[src/ntm_output_pkg.sv]
// NTM output vector shared definitions
// Size counter width, run sizes struct and sequencer states

package ntm_output_pkg;

  ////////////////////////////////////////////////////////////////////////////
  // Constants
  ////////////////////////////////////////////////////////////////////////////

  // Width of every size field and index counter
  localparam int SIZE_WIDTH = 8;

  ////////////////////////////////////////////////////////////////////////////
  // Types
  ////////////////////////////////////////////////////////////////////////////

  // Run sizes, sampled on start
  typedef struct packed {
    // Rows of y
    logic [SIZE_WIDTH-1:0] size_y;
    // Length of h
    logic [SIZE_WIDTH-1:0] size_l;
    // Memory word width
    logic [SIZE_WIDTH-1:0] size_w;
    // Number of read heads
    logic [SIZE_WIDTH-1:0] size_r;
  } ntm_sizes_t;

  // Run sequencer
  typedef enum logic [1:0] {
    IDLE,
    FIRST_PRODUCT,
    SECOND_PRODUCT,
    FINISH
  } ntm_seq_state_t;

endpackage

[src/ntm_dot_accumulator.sv]
// Dot product accumulator
// Multiply-accumulate register, all arithmetic wraps modulo 2^DATA_SIZE.
// Clear restarts the sum, and with enable loads the first product directly

module ntm_dot_accumulator #(
  parameter int DATA_SIZE = 16
) (
  input  logic                 CLK,
  input  logic                 RST,

  // Control
  input  logic                 clear,
  input  logic                 enable,

  // Operands
  input  logic [DATA_SIZE-1:0] data_a_in,
  input  logic [DATA_SIZE-1:0] data_b_in,

  // Running sum
  output logic [DATA_SIZE-1:0] sum
);

  ////////////////////////////////////////////////////////////////////////////
  // Signals
  ////////////////////////////////////////////////////////////////////////////

  // Low half of the product only
  logic [DATA_SIZE-1:0] product;

  ////////////////////////////////////////////////////////////////////////////
  // Body
  ////////////////////////////////////////////////////////////////////////////

  // Truncates to DATA_SIZE bits by assignment width
  assign product = data_a_in * data_b_in;

  always_ff @(posedge CLK or posedge RST) begin
    if (RST) begin
      sum <= '0;
    end else if (clear) begin
      // New row, no bubble when a word comes with the clear
      if (enable) begin
        sum <= product;
      end else begin
        sum <= '0;
      end
    end else if (enable) begin
      // Wraps on overflow
      sum <= sum + product;
    end
  end

endmodule

[src/ntm_matrix_vector_product.sv]
// Matrix-vector product over streamed words
// Buffers a vector of columns words, then takes matrix rows word by word
// and emits one wrapped dot product per row

module ntm_matrix_vector_product #(
  parameter int DATA_SIZE  = 16,
  parameter int MAX_LENGTH = 16
) (
  input  logic                                  CLK,
  input  logic                                  RST,

  // Control
  input  logic                                  start,
  input  logic [ntm_output_pkg::SIZE_WIDTH-1:0] rows,
  input  logic [ntm_output_pkg::SIZE_WIDTH-1:0] columns,

  // Input streams
  input  logic                                  vector_enable,
  input  logic [DATA_SIZE-1:0]                  vector_in,
  input  logic                                  matrix_enable,
  input  logic [DATA_SIZE-1:0]                  matrix_in,

  // Product stream
  output logic                                  product_enable,
  output logic [DATA_SIZE-1:0]                  product_out,
  output logic                                  done
);

  localparam int SW         = ntm_output_pkg::SIZE_WIDTH;
  localparam int ADDR_WIDTH = (MAX_LENGTH > 1) ? $clog2(MAX_LENGTH) : 1;

  ////////////////////////////////////////////////////////////////////////////
  // Signals
  ////////////////////////////////////////////////////////////////////////////

  logic [DATA_SIZE-1:0] vector_buf [MAX_LENGTH];

  // Run phase
  logic          active;
  logic          vector_full;
  logic [SW-1:0] vec_cnt;
  logic [SW-1:0] col_cnt;
  logic [SW-1:0] row_cnt;

  logic          vector_accept;
  logic          matrix_accept;
  logic          last_column;
  logic          last_row;

  // Accumulator holds the row result in the cycle after these
  logic          row_done_q;
  logic          run_done_q;

  logic [DATA_SIZE-1:0] acc_sum;

  ////////////////////////////////////////////////////////////////////////////
  // Body
  ////////////////////////////////////////////////////////////////////////////

  // Matrix words wait for the full vector
  assign vector_accept = active && !vector_full && vector_enable;
  assign matrix_accept = active && vector_full && matrix_enable;
  assign last_column   = (col_cnt == columns - 1'b1);
  assign last_row      = (row_cnt == rows - 1'b1);

  // Vector buffer write
  always_ff @(posedge CLK) begin
    if (vector_accept) begin
      vector_buf[vec_cnt[ADDR_WIDTH-1:0]] <= vector_in;
    end
  end

  always_ff @(posedge CLK or posedge RST) begin
    if (RST) begin
      active      <= 1'b0;
      vector_full <= 1'b0;
      vec_cnt     <= '0;
      col_cnt     <= '0;
      row_cnt     <= '0;
      row_done_q  <= 1'b0;
      run_done_q  <= 1'b0;
    end else begin
      row_done_q <= matrix_accept && last_column;
      run_done_q <= matrix_accept && last_column && last_row;
      if (start) begin
        active      <= 1'b1;
        vector_full <= 1'b0;
        vec_cnt     <= '0;
        col_cnt     <= '0;
        row_cnt     <= '0;
      end else begin
        if (vector_accept) begin
          vec_cnt <= vec_cnt + 1'b1;
          if (vec_cnt == columns - 1'b1) begin
            vector_full <= 1'b1;
          end
        end
        // Column then row walk
        if (matrix_accept) begin
          if (last_column) begin
            col_cnt <= '0;
            if (last_row) begin
              row_cnt <= '0;
              active  <= 1'b0;
            end else begin
              row_cnt <= row_cnt + 1'b1;
            end
          end else begin
            col_cnt <= col_cnt + 1'b1;
          end
        end
      end
    end
  end

  // Column zero restarts the sum
  ntm_dot_accumulator #(
    .DATA_SIZE(DATA_SIZE)
  ) u_accumulator (
    .CLK      (CLK),
    .RST      (RST),
    .clear    (matrix_accept && (col_cnt == '0)),
    .enable   (matrix_accept),
    .data_a_in(matrix_in),
    .data_b_in(vector_buf[col_cnt[ADDR_WIDTH-1:0]]),
    .sum      (acc_sum)
  );

  // Output strobes
  always_ff @(posedge CLK or posedge RST) begin
    if (RST) begin
      product_enable <= 1'b0;
      done           <= 1'b0;
    end else begin
      product_enable <= row_done_q;
      done           <= run_done_q;
    end
  end

  // Output word, second stage
  always_ff @(posedge CLK) begin
    if (row_done_q) begin
      product_out <= acc_sum;
    end
  end

endmodule

[src/ntm_output_vector.sv]
// NTM controller output vector, y = K.r + U.h
// Run sequencer with size latch, two matrix-vector products and the
// element-wise summation that emits y

module ntm_output_vector #(
  parameter int DATA_SIZE  = 16,
  parameter int MAX_LENGTH = 16
) (
  input  logic                       CLK,
  input  logic                       RST,

  // Control
  input  logic                       start,
  input  ntm_output_pkg::ntm_sizes_t sizes,
  output logic                       ready,

  // Input streams
  input  logic                       r_in_enable,
  input  logic [DATA_SIZE-1:0]       r_in,
  input  logic                       k_in_enable,
  input  logic [DATA_SIZE-1:0]       k_in,
  input  logic                       h_in_enable,
  input  logic [DATA_SIZE-1:0]       h_in,
  input  logic                       u_in_enable,
  input  logic [DATA_SIZE-1:0]       u_in,

  // Output stream
  output logic                       y_out_enable,
  output logic [DATA_SIZE-1:0]       y_out
);

  localparam int SW = ntm_output_pkg::SIZE_WIDTH;

  ////////////////////////////////////////////////////////////////////////////
  // Signals
  ////////////////////////////////////////////////////////////////////////////

  ntm_output_pkg::ntm_seq_state_t state;
  ntm_output_pkg::ntm_sizes_t     sizes_q;

  // R.W from the live sizes, then latched
  logic [SW-1:0]   rw_in;
  logic [SW-1:0]   rw_q;
  // Words still due on the first pass
  logic [SW-1:0]   r_left;
  logic [2*SW-1:0] k_left;

  logic run_start;
  logic r_accept;
  logic k_accept;
  logic k_last;
  logic h_accept;
  logic u_accept;
  logic add_pass;

  // Product streams
  logic                 first_enable;
  logic [DATA_SIZE-1:0] first_product;
  logic                 first_done;
  logic                 second_enable;
  logic [DATA_SIZE-1:0] second_product;
  logic                 second_done;

  ////////////////////////////////////////////////////////////////////////////
  // Stream gating
  ////////////////////////////////////////////////////////////////////////////

  assign rw_in     = sizes.size_r * sizes.size_w;
  assign run_start = (state == ntm_output_pkg::IDLE) && start;

  // r first, then K, both only in the first pass
  assign r_accept = (state == ntm_output_pkg::FIRST_PRODUCT) && r_in_enable && (r_left != '0);
  assign k_accept = (state == ntm_output_pkg::FIRST_PRODUCT) && k_in_enable && (r_left == '0);
  assign k_last   = k_accept && (k_left == 'd1);

  // h before U is enforced inside the second product
  assign h_accept = (state == ntm_output_pkg::SECOND_PRODUCT) && h_in_enable;
  assign u_accept = (state == ntm_output_pkg::SECOND_PRODUCT) && u_in_enable;

  ////////////////////////////////////////////////////////////////////////////
  // Sequencer
  ////////////////////////////////////////////////////////////////////////////

  always_ff @(posedge CLK or posedge RST) begin
    if (RST) begin
      state    <= ntm_output_pkg::IDLE;
      sizes_q  <= '0;
      rw_q     <= '0;
      r_left   <= '0;
      k_left   <= '0;
      add_pass <= 1'b0;
      ready    <= 1'b0;
    end else begin
      ready <= 1'b0;
      // Last first-pass element is stored, switch summation to adding
      if (first_done) begin
        add_pass <= 1'b1;
      end
      case (state)
        ntm_output_pkg::IDLE: begin
          if (start) begin
            sizes_q <= sizes;
            rw_q    <= rw_in;
            r_left  <= rw_in;
            k_left  <= sizes.size_y * rw_in;
            state   <= ntm_output_pkg::FIRST_PRODUCT;
          end
        end
        ntm_output_pkg::FIRST_PRODUCT: begin
          if (r_accept) begin
            r_left <= r_left - 1'b1;
          end
          if (k_accept) begin
            k_left <= k_left - 1'b1;
          end
          // h may follow the last K word directly
          if (k_last) begin
            state <= ntm_output_pkg::SECOND_PRODUCT;
          end
        end
        ntm_output_pkg::SECOND_PRODUCT: begin
          if (second_done) begin
            state <= ntm_output_pkg::FINISH;
          end
        end
        default: begin
          // Wait for the final y word
          if (y_out_enable) begin
            ready    <= 1'b1;
            add_pass <= 1'b0;
            state    <= ntm_output_pkg::IDLE;
          end
        end
      endcase
    end
  end

  ////////////////////////////////////////////////////////////////////////////
  // Datapath
  ////////////////////////////////////////////////////////////////////////////

  // K.r over Y rows of R.W columns
  ntm_matrix_vector_product #(
    .DATA_SIZE (DATA_SIZE),
    .MAX_LENGTH(MAX_LENGTH)
  ) u_first_product (
    .CLK           (CLK),
    .RST           (RST),
    .start         (run_start),
    .rows          (sizes_q.size_y),
    .columns       (rw_q),
    .vector_enable (r_accept),
    .vector_in     (r_in),
    .matrix_enable (k_accept),
    .matrix_in     (k_in),
    .product_enable(first_enable),
    .product_out   (first_product),
    .done          (first_done)
  );

  // U.h over Y rows of L columns
  ntm_matrix_vector_product #(
    .DATA_SIZE (DATA_SIZE),
    .MAX_LENGTH(MAX_LENGTH)
  ) u_second_product (
    .CLK           (CLK),
    .RST           (RST),
    .start         (k_last),
    .rows          (sizes_q.size_y),
    .columns       (sizes_q.size_l),
    .vector_enable (h_accept),
    .vector_in     (h_in),
    .matrix_enable (u_accept),
    .matrix_in     (u_in),
    .product_enable(second_enable),
    .product_out   (second_product),
    .done          (second_done)
  );

  // The two product streams never overlap in time
  ntm_vector_summation #(
    .DATA_SIZE (DATA_SIZE),
    .MAX_LENGTH(MAX_LENGTH)
  ) u_summation (
    .CLK         (CLK),
    .RST         (RST),
    .add_pass    (add_pass),
    .data_enable (first_enable || second_enable),
    .data_in     (second_enable ? second_product : first_product),
    .y_out_enable(y_out_enable),
    .y_out       (y_out)
  );

endmodule

[src/ntm_vector_summation.sv]
// Element-wise vector summation of two product streams
// Store pass keeps the first vector, add pass adds the second to it
// and emits each wrapped sum

module ntm_vector_summation #(
  parameter int DATA_SIZE  = 16,
  parameter int MAX_LENGTH = 16
) (
  input  logic                 CLK,
  input  logic                 RST,

  // Pass select, low stores and high adds
  input  logic                 add_pass,

  // Element stream in
  input  logic                 data_enable,
  input  logic [DATA_SIZE-1:0] data_in,

  // Result stream
  output logic                 y_out_enable,
  output logic [DATA_SIZE-1:0] y_out
);

  localparam int SW         = ntm_output_pkg::SIZE_WIDTH;
  localparam int ADDR_WIDTH = (MAX_LENGTH > 1) ? $clog2(MAX_LENGTH) : 1;

  ////////////////////////////////////////////////////////////////////////////
  // Signals
  ////////////////////////////////////////////////////////////////////////////

  logic [DATA_SIZE-1:0] stored [MAX_LENGTH];

  logic          add_pass_q;
  logic [SW-1:0] row_idx;
  // Index in use this cycle
  logic [SW-1:0] row_sel;

  ////////////////////////////////////////////////////////////////////////////
  // Body
  ////////////////////////////////////////////////////////////////////////////

  // Pass change restarts at row zero, even with an element in the same cycle
  assign row_sel = (add_pass != add_pass_q) ? '0 : row_idx;

  always_ff @(posedge CLK or posedge RST) begin
    if (RST) begin
      add_pass_q <= 1'b0;
      row_idx    <= '0;
    end else begin
      add_pass_q <= add_pass;
      row_idx    <= row_sel + SW'(data_enable);
    end
  end

  // First vector buffer
  always_ff @(posedge CLK) begin
    if (data_enable && !add_pass) begin
      stored[row_sel[ADDR_WIDTH-1:0]] <= data_in;
    end
  end

  // Sum register, one cycle after each second element
  always_ff @(posedge CLK or posedge RST) begin
    if (RST) begin
      y_out_enable <= 1'b0;
      y_out        <= '0;
    end else begin
      y_out_enable <= data_enable && add_pass;
      if (data_enable && add_pass) begin
        y_out <= stored[row_sel[ADDR_WIDTH-1:0]] + data_in;
      end
    end
  end

endmodule
[config.mk]
export PLATFORM = sky130hd
export DESIGN_NAME = ntm_output_vector
export DESIGN_NICKNAME = d
export VERILOG_FILES = /design/src/ntm_output_pkg.sv /design/src/ntm_dot_accumulator.sv /design/src/ntm_matrix_vector_product.sv /design/src/ntm_output_vector.sv /design/src/ntm_vector_summation.sv
export SDC_FILE = /design/constraint.sdc
export NUM_CORES = 2
export LEC_CHECK = 0
export ABC_AREA = 1
export BUFFER_PORTS_ARGS = -buffer_cell sky130_fd_sc_hd__buf_4
export CORE_ASPECT_RATIO = 0.9
export CORE_MARGIN = 2
export CORE_UTILIZATION = 55
export DETAILED_ROUTE_END_ITERATION = 6
export HOLD_SLACK_MARGIN = 0.12
export PLACE_DENSITY = 0.82
export SLEW_MARGIN = 20
export SYNTH_ARGS = -nofsm -noshare
export SYNTH_HDL_FRONTEND = slang
export SYNTH_SLANG_ARGS = --single-unit
[constraint.sdc]
create_clock -name CLK -period 9.5 [get_ports CLK]
set_clock_uncertainty 0.2 [all_clocks]
set_input_delay 1.9 -clock CLK [delete_from_list [all_inputs] [get_ports CLK]]
set_output_delay 1.9 -clock CLK [all_outputs]
set_load 0.005 [all_outputs]
==> impl_metrics.py <==
metrics = {
    "run_status": {
        "status": "complete, but fails checks",
        "violations": "design-rule violations",
    },
    "timing": {
        "max_freq_mhz": 113,
        "period_needed_ns": 8.81,
        "rsz0062_at_grt": "false",
        "hold_viol": 0,
        "max_slew_margin_pct": 16.3,
        "tightest_slew_ns": 1.25,
        "fin_setup_tns_ns": 0,
        "setup_viol": 0,
        "drv_slew": 0,
        "finalCritPeriodShare_pct": 92.8,
    },
    "setup_path": {
        "cp_num_buf_inv": 7,
        "crit_family": "adder cells",
        "path_class": "primary input to register",
        "ff2ff_setup_slack_ns": 0.77,
        "critPathSlowestCell": "fa_1",
        "crit_path_end_kind": "register",
        "crit_path_frequent_cell": "fa_1",
        "cpPeakStageDelay_ns": 0.52,
        "worstPathRequired_ns": 9.84,
        "crit_arrival_ns": 9.16,
        "critPathLaunchType": "primary input",
        "path_max_fanout": 7,
    },
    "layout": {
        "final_cell_mix": "nand2_1, edfxtp_1, inv_1",
        "layout-drive-gt1-share_pct": 7.61,
        "fill_cells": 7349,
        "antenna_cells": 0,
        "final_common_cell": "nand2_1",
        "fin_nets": 6038,
        "final_area_um2": 58900,
        "synthToLayoutAreaGrowth_pct": 10.3,
    },
    "placement": {
        "placed_area_um2": 55700,
        "place.gp.congestion": 0.916,
        "dp_hpwl_um": 87000,
        "port_buffers": 120,
    },
    "clock_tree": {
        "cts_htree_levels": 3,
        "hold_buffers": 0,
        "path_clk_slew_ns": 0.06,
        "clock_latency_ns": 0.68,
        "cts_tree": "built",
        "clockBufferDepth": 3,
        "cts_resized": 0,
        "clkSinkCount": 966,
        "cts_buffers": 94,
        "clock_tree.root_cell": "clkbuf_16",
        "post_cts_buffers": 0,
    },
    "die": {
        "dieArea_um2": 99600,
        "rows": 108,
        "die_h_um": 300,
        "ios": 121,
        "die_width_um": 332,
        "start_util_pct": 55.4,
        "core_area_um2": 96300,
    },
    "logic_synthesis": {
        "synth.avg_cell_area_um2": 9.92,
        "syn-num-nets": 5919,
        "synthCells": 5382,
        "synth_ff_type": "edfxtp_1",
        "synth_edf_count": 800,
        "yosysSeqAreaShare_pct": 52.8,
        "synth_cell_type_count": 65,
        "synthArstFlopShare_pct": 17.2,
        "yosysWarnings": 0,
        "synth_seq_cells": 966,
        "syn_area_um2": 53400,
    },
    "route": {
        "drc": 7,
        "wl_um": 130000,
        "first_iter_violations": 4595,
        "wl_per_cell_um": 19.0,
        "drt_first_pass_iters": 7,
        "vias": 39400,
        "via_per_inst": 5.75,
        "ant_nets": 0,
    },
    "global_routing": {
        "gr-total-overflow": 0,
        "grt_pass1_vias": 38800,
        "grt_pass1_wl_um": 207000,
        "antenna_found_initial": 0,
        "grt_max_degree": 131,
        "grt_usage_pct": 26.0,
    },
    "hold_path": {
        "hp-class": "register to register",
    },
    "flow_run": {
        "max-cap-violations": 0,
    },
}
## worst paths after layout
check / startpoint / to / depth (start not counted)
setup / recovery: sizes[3] / k_left[14] / 35
hold / removal: u_second_product.run_done_q / u_second_product.done / 0
setup reg to reg: u_first_product.col_cnt[2] / u_first_product.u_accumulator.sum[15] / 41
hold reg to reg: u_second_product.run_done_q / u_second_product.done / 0
max in group asynchronous: RST / u_first_product.col_cnt[1] / 3
min in group asynchronous: RST / u_second_product.u_accumulator.sum[13] / 2
## cell families (layout without fill, tap and decap cells)
| family | after synthesis | count (layout) | synth area share (%) |
|---|---|---|---|
| XOR/XNOR | 129 | 129 | 2.13 |
| buffers and inverters | 960 | 1160 | 7.24 |
| flip-flops | 966 | 966 | 52.8 |
| AND/OR/NAND/NOR | 2072 | 2072 | 15.8 |
| AO/OA/AOI/OAI | 821 | 821 | 8.92 |
| adder cells (fa/ha/maj) | 434 | 434 | 13.1 |
## area by class of cell
cell class / count / area [um^2] / share of cell area [%]
well taps: 1265 / 1580 / 2.69
clock inverters: 49 / 624 / 1.06
inverters: 780 / 2940 / 4.99
multi-input cells: 3456 / 21400 / 36.3
repair buffers: 203 / 1600 / 2.71
flip-flops and latches: 966 / 28200 / 47.8
clock buffers: 128 / 2580 / 4.38
## per-layer routing
layer	vias to the layer above	GRT usage [%]	wire length, um
met3	299	3.80	11400
met1	19000	34.6	50800
met4	0	9.96	4760
met2	2009	43.6	63200
met5	-	0	0
li1	18100	-	-
## worst register-to-register path, delay by kind of cell, from the launching register on
kind / cells / cell delay [ns]
AO/OA/AOI/OAI: 9 / 1.37
adder cells (fa/ha/maj): 8 / 3.39
flip-flops: 1 / 0.58
buffers and inverters: 7 / 1.15
AND/OR/NAND/NOR: 15 / 1.57
XOR/XNOR: 2 / 0.36
## flip-flops by register name, summed over array words and instances, names as in the netlist, 2 cells and up
signal and flops:
sizes_q 16, u_summation.row_idx 4, r_left 8, k_left 16, u_first_product.row_cnt 8, u_summation.stored 256
u_second_product.row_cnt 8, u_second_product.u_accumulator.sum 16, u_second_product.vec_cnt 8, u_first_product.product_out 16, state 2, u_first_product.vector_buf 256
u_first_product.u_accumulator.sum 16, u_summation.y_out 16, u_second_product.col_cnt 8, u_second_product.vector_buf 256, u_second_product.product_out 16, u_first_product.vec_cnt 8
rw_q 8, u_first_product.col_cnt 8
## cells in the mapped netlist, drive strengths merged, types with 48 or more instances
master  number  area share (%)
a21oi      162             1.5
nand2      990             7.0
xor2        84             1.4
dfrtp      166             7.8
o22ai       48            0.56
clkbuf      77            0.54
inv        767             5.4
nor2       752             5.4
o21ai      405             3.8
a22oi       60            0.84
buf        103             1.2
nor3        84            0.80
edfxtp     800              45
ha         223             5.2
nand3      162             1.5
fa         211             7.9
## stage by stage
| step | cells | utilization [%] | hold slack (ns) | setup WS (ns) |
|---|---|---|---|---|
| after global routing | 6847 | 61.1 | 0.160 | 0.126 |
| after detailed placement | 6670 | 57.8 | 0.137 | 0.0572 |
| after floorplan | 5382 | - | 0.131 | 0.469 |
| after global placement | 6670 | 57.8 | 0.137 | 0.219 |
| final | 6847 | 61.1 | 0.147 | 0.685 |
| after CTS | 6847 | 61.1 | 0.150 | 0.747 |
Power is left out: the tool's default activity adds up to more than one toggle a clock period on the data nets, which glitch-free logic cannot reach.
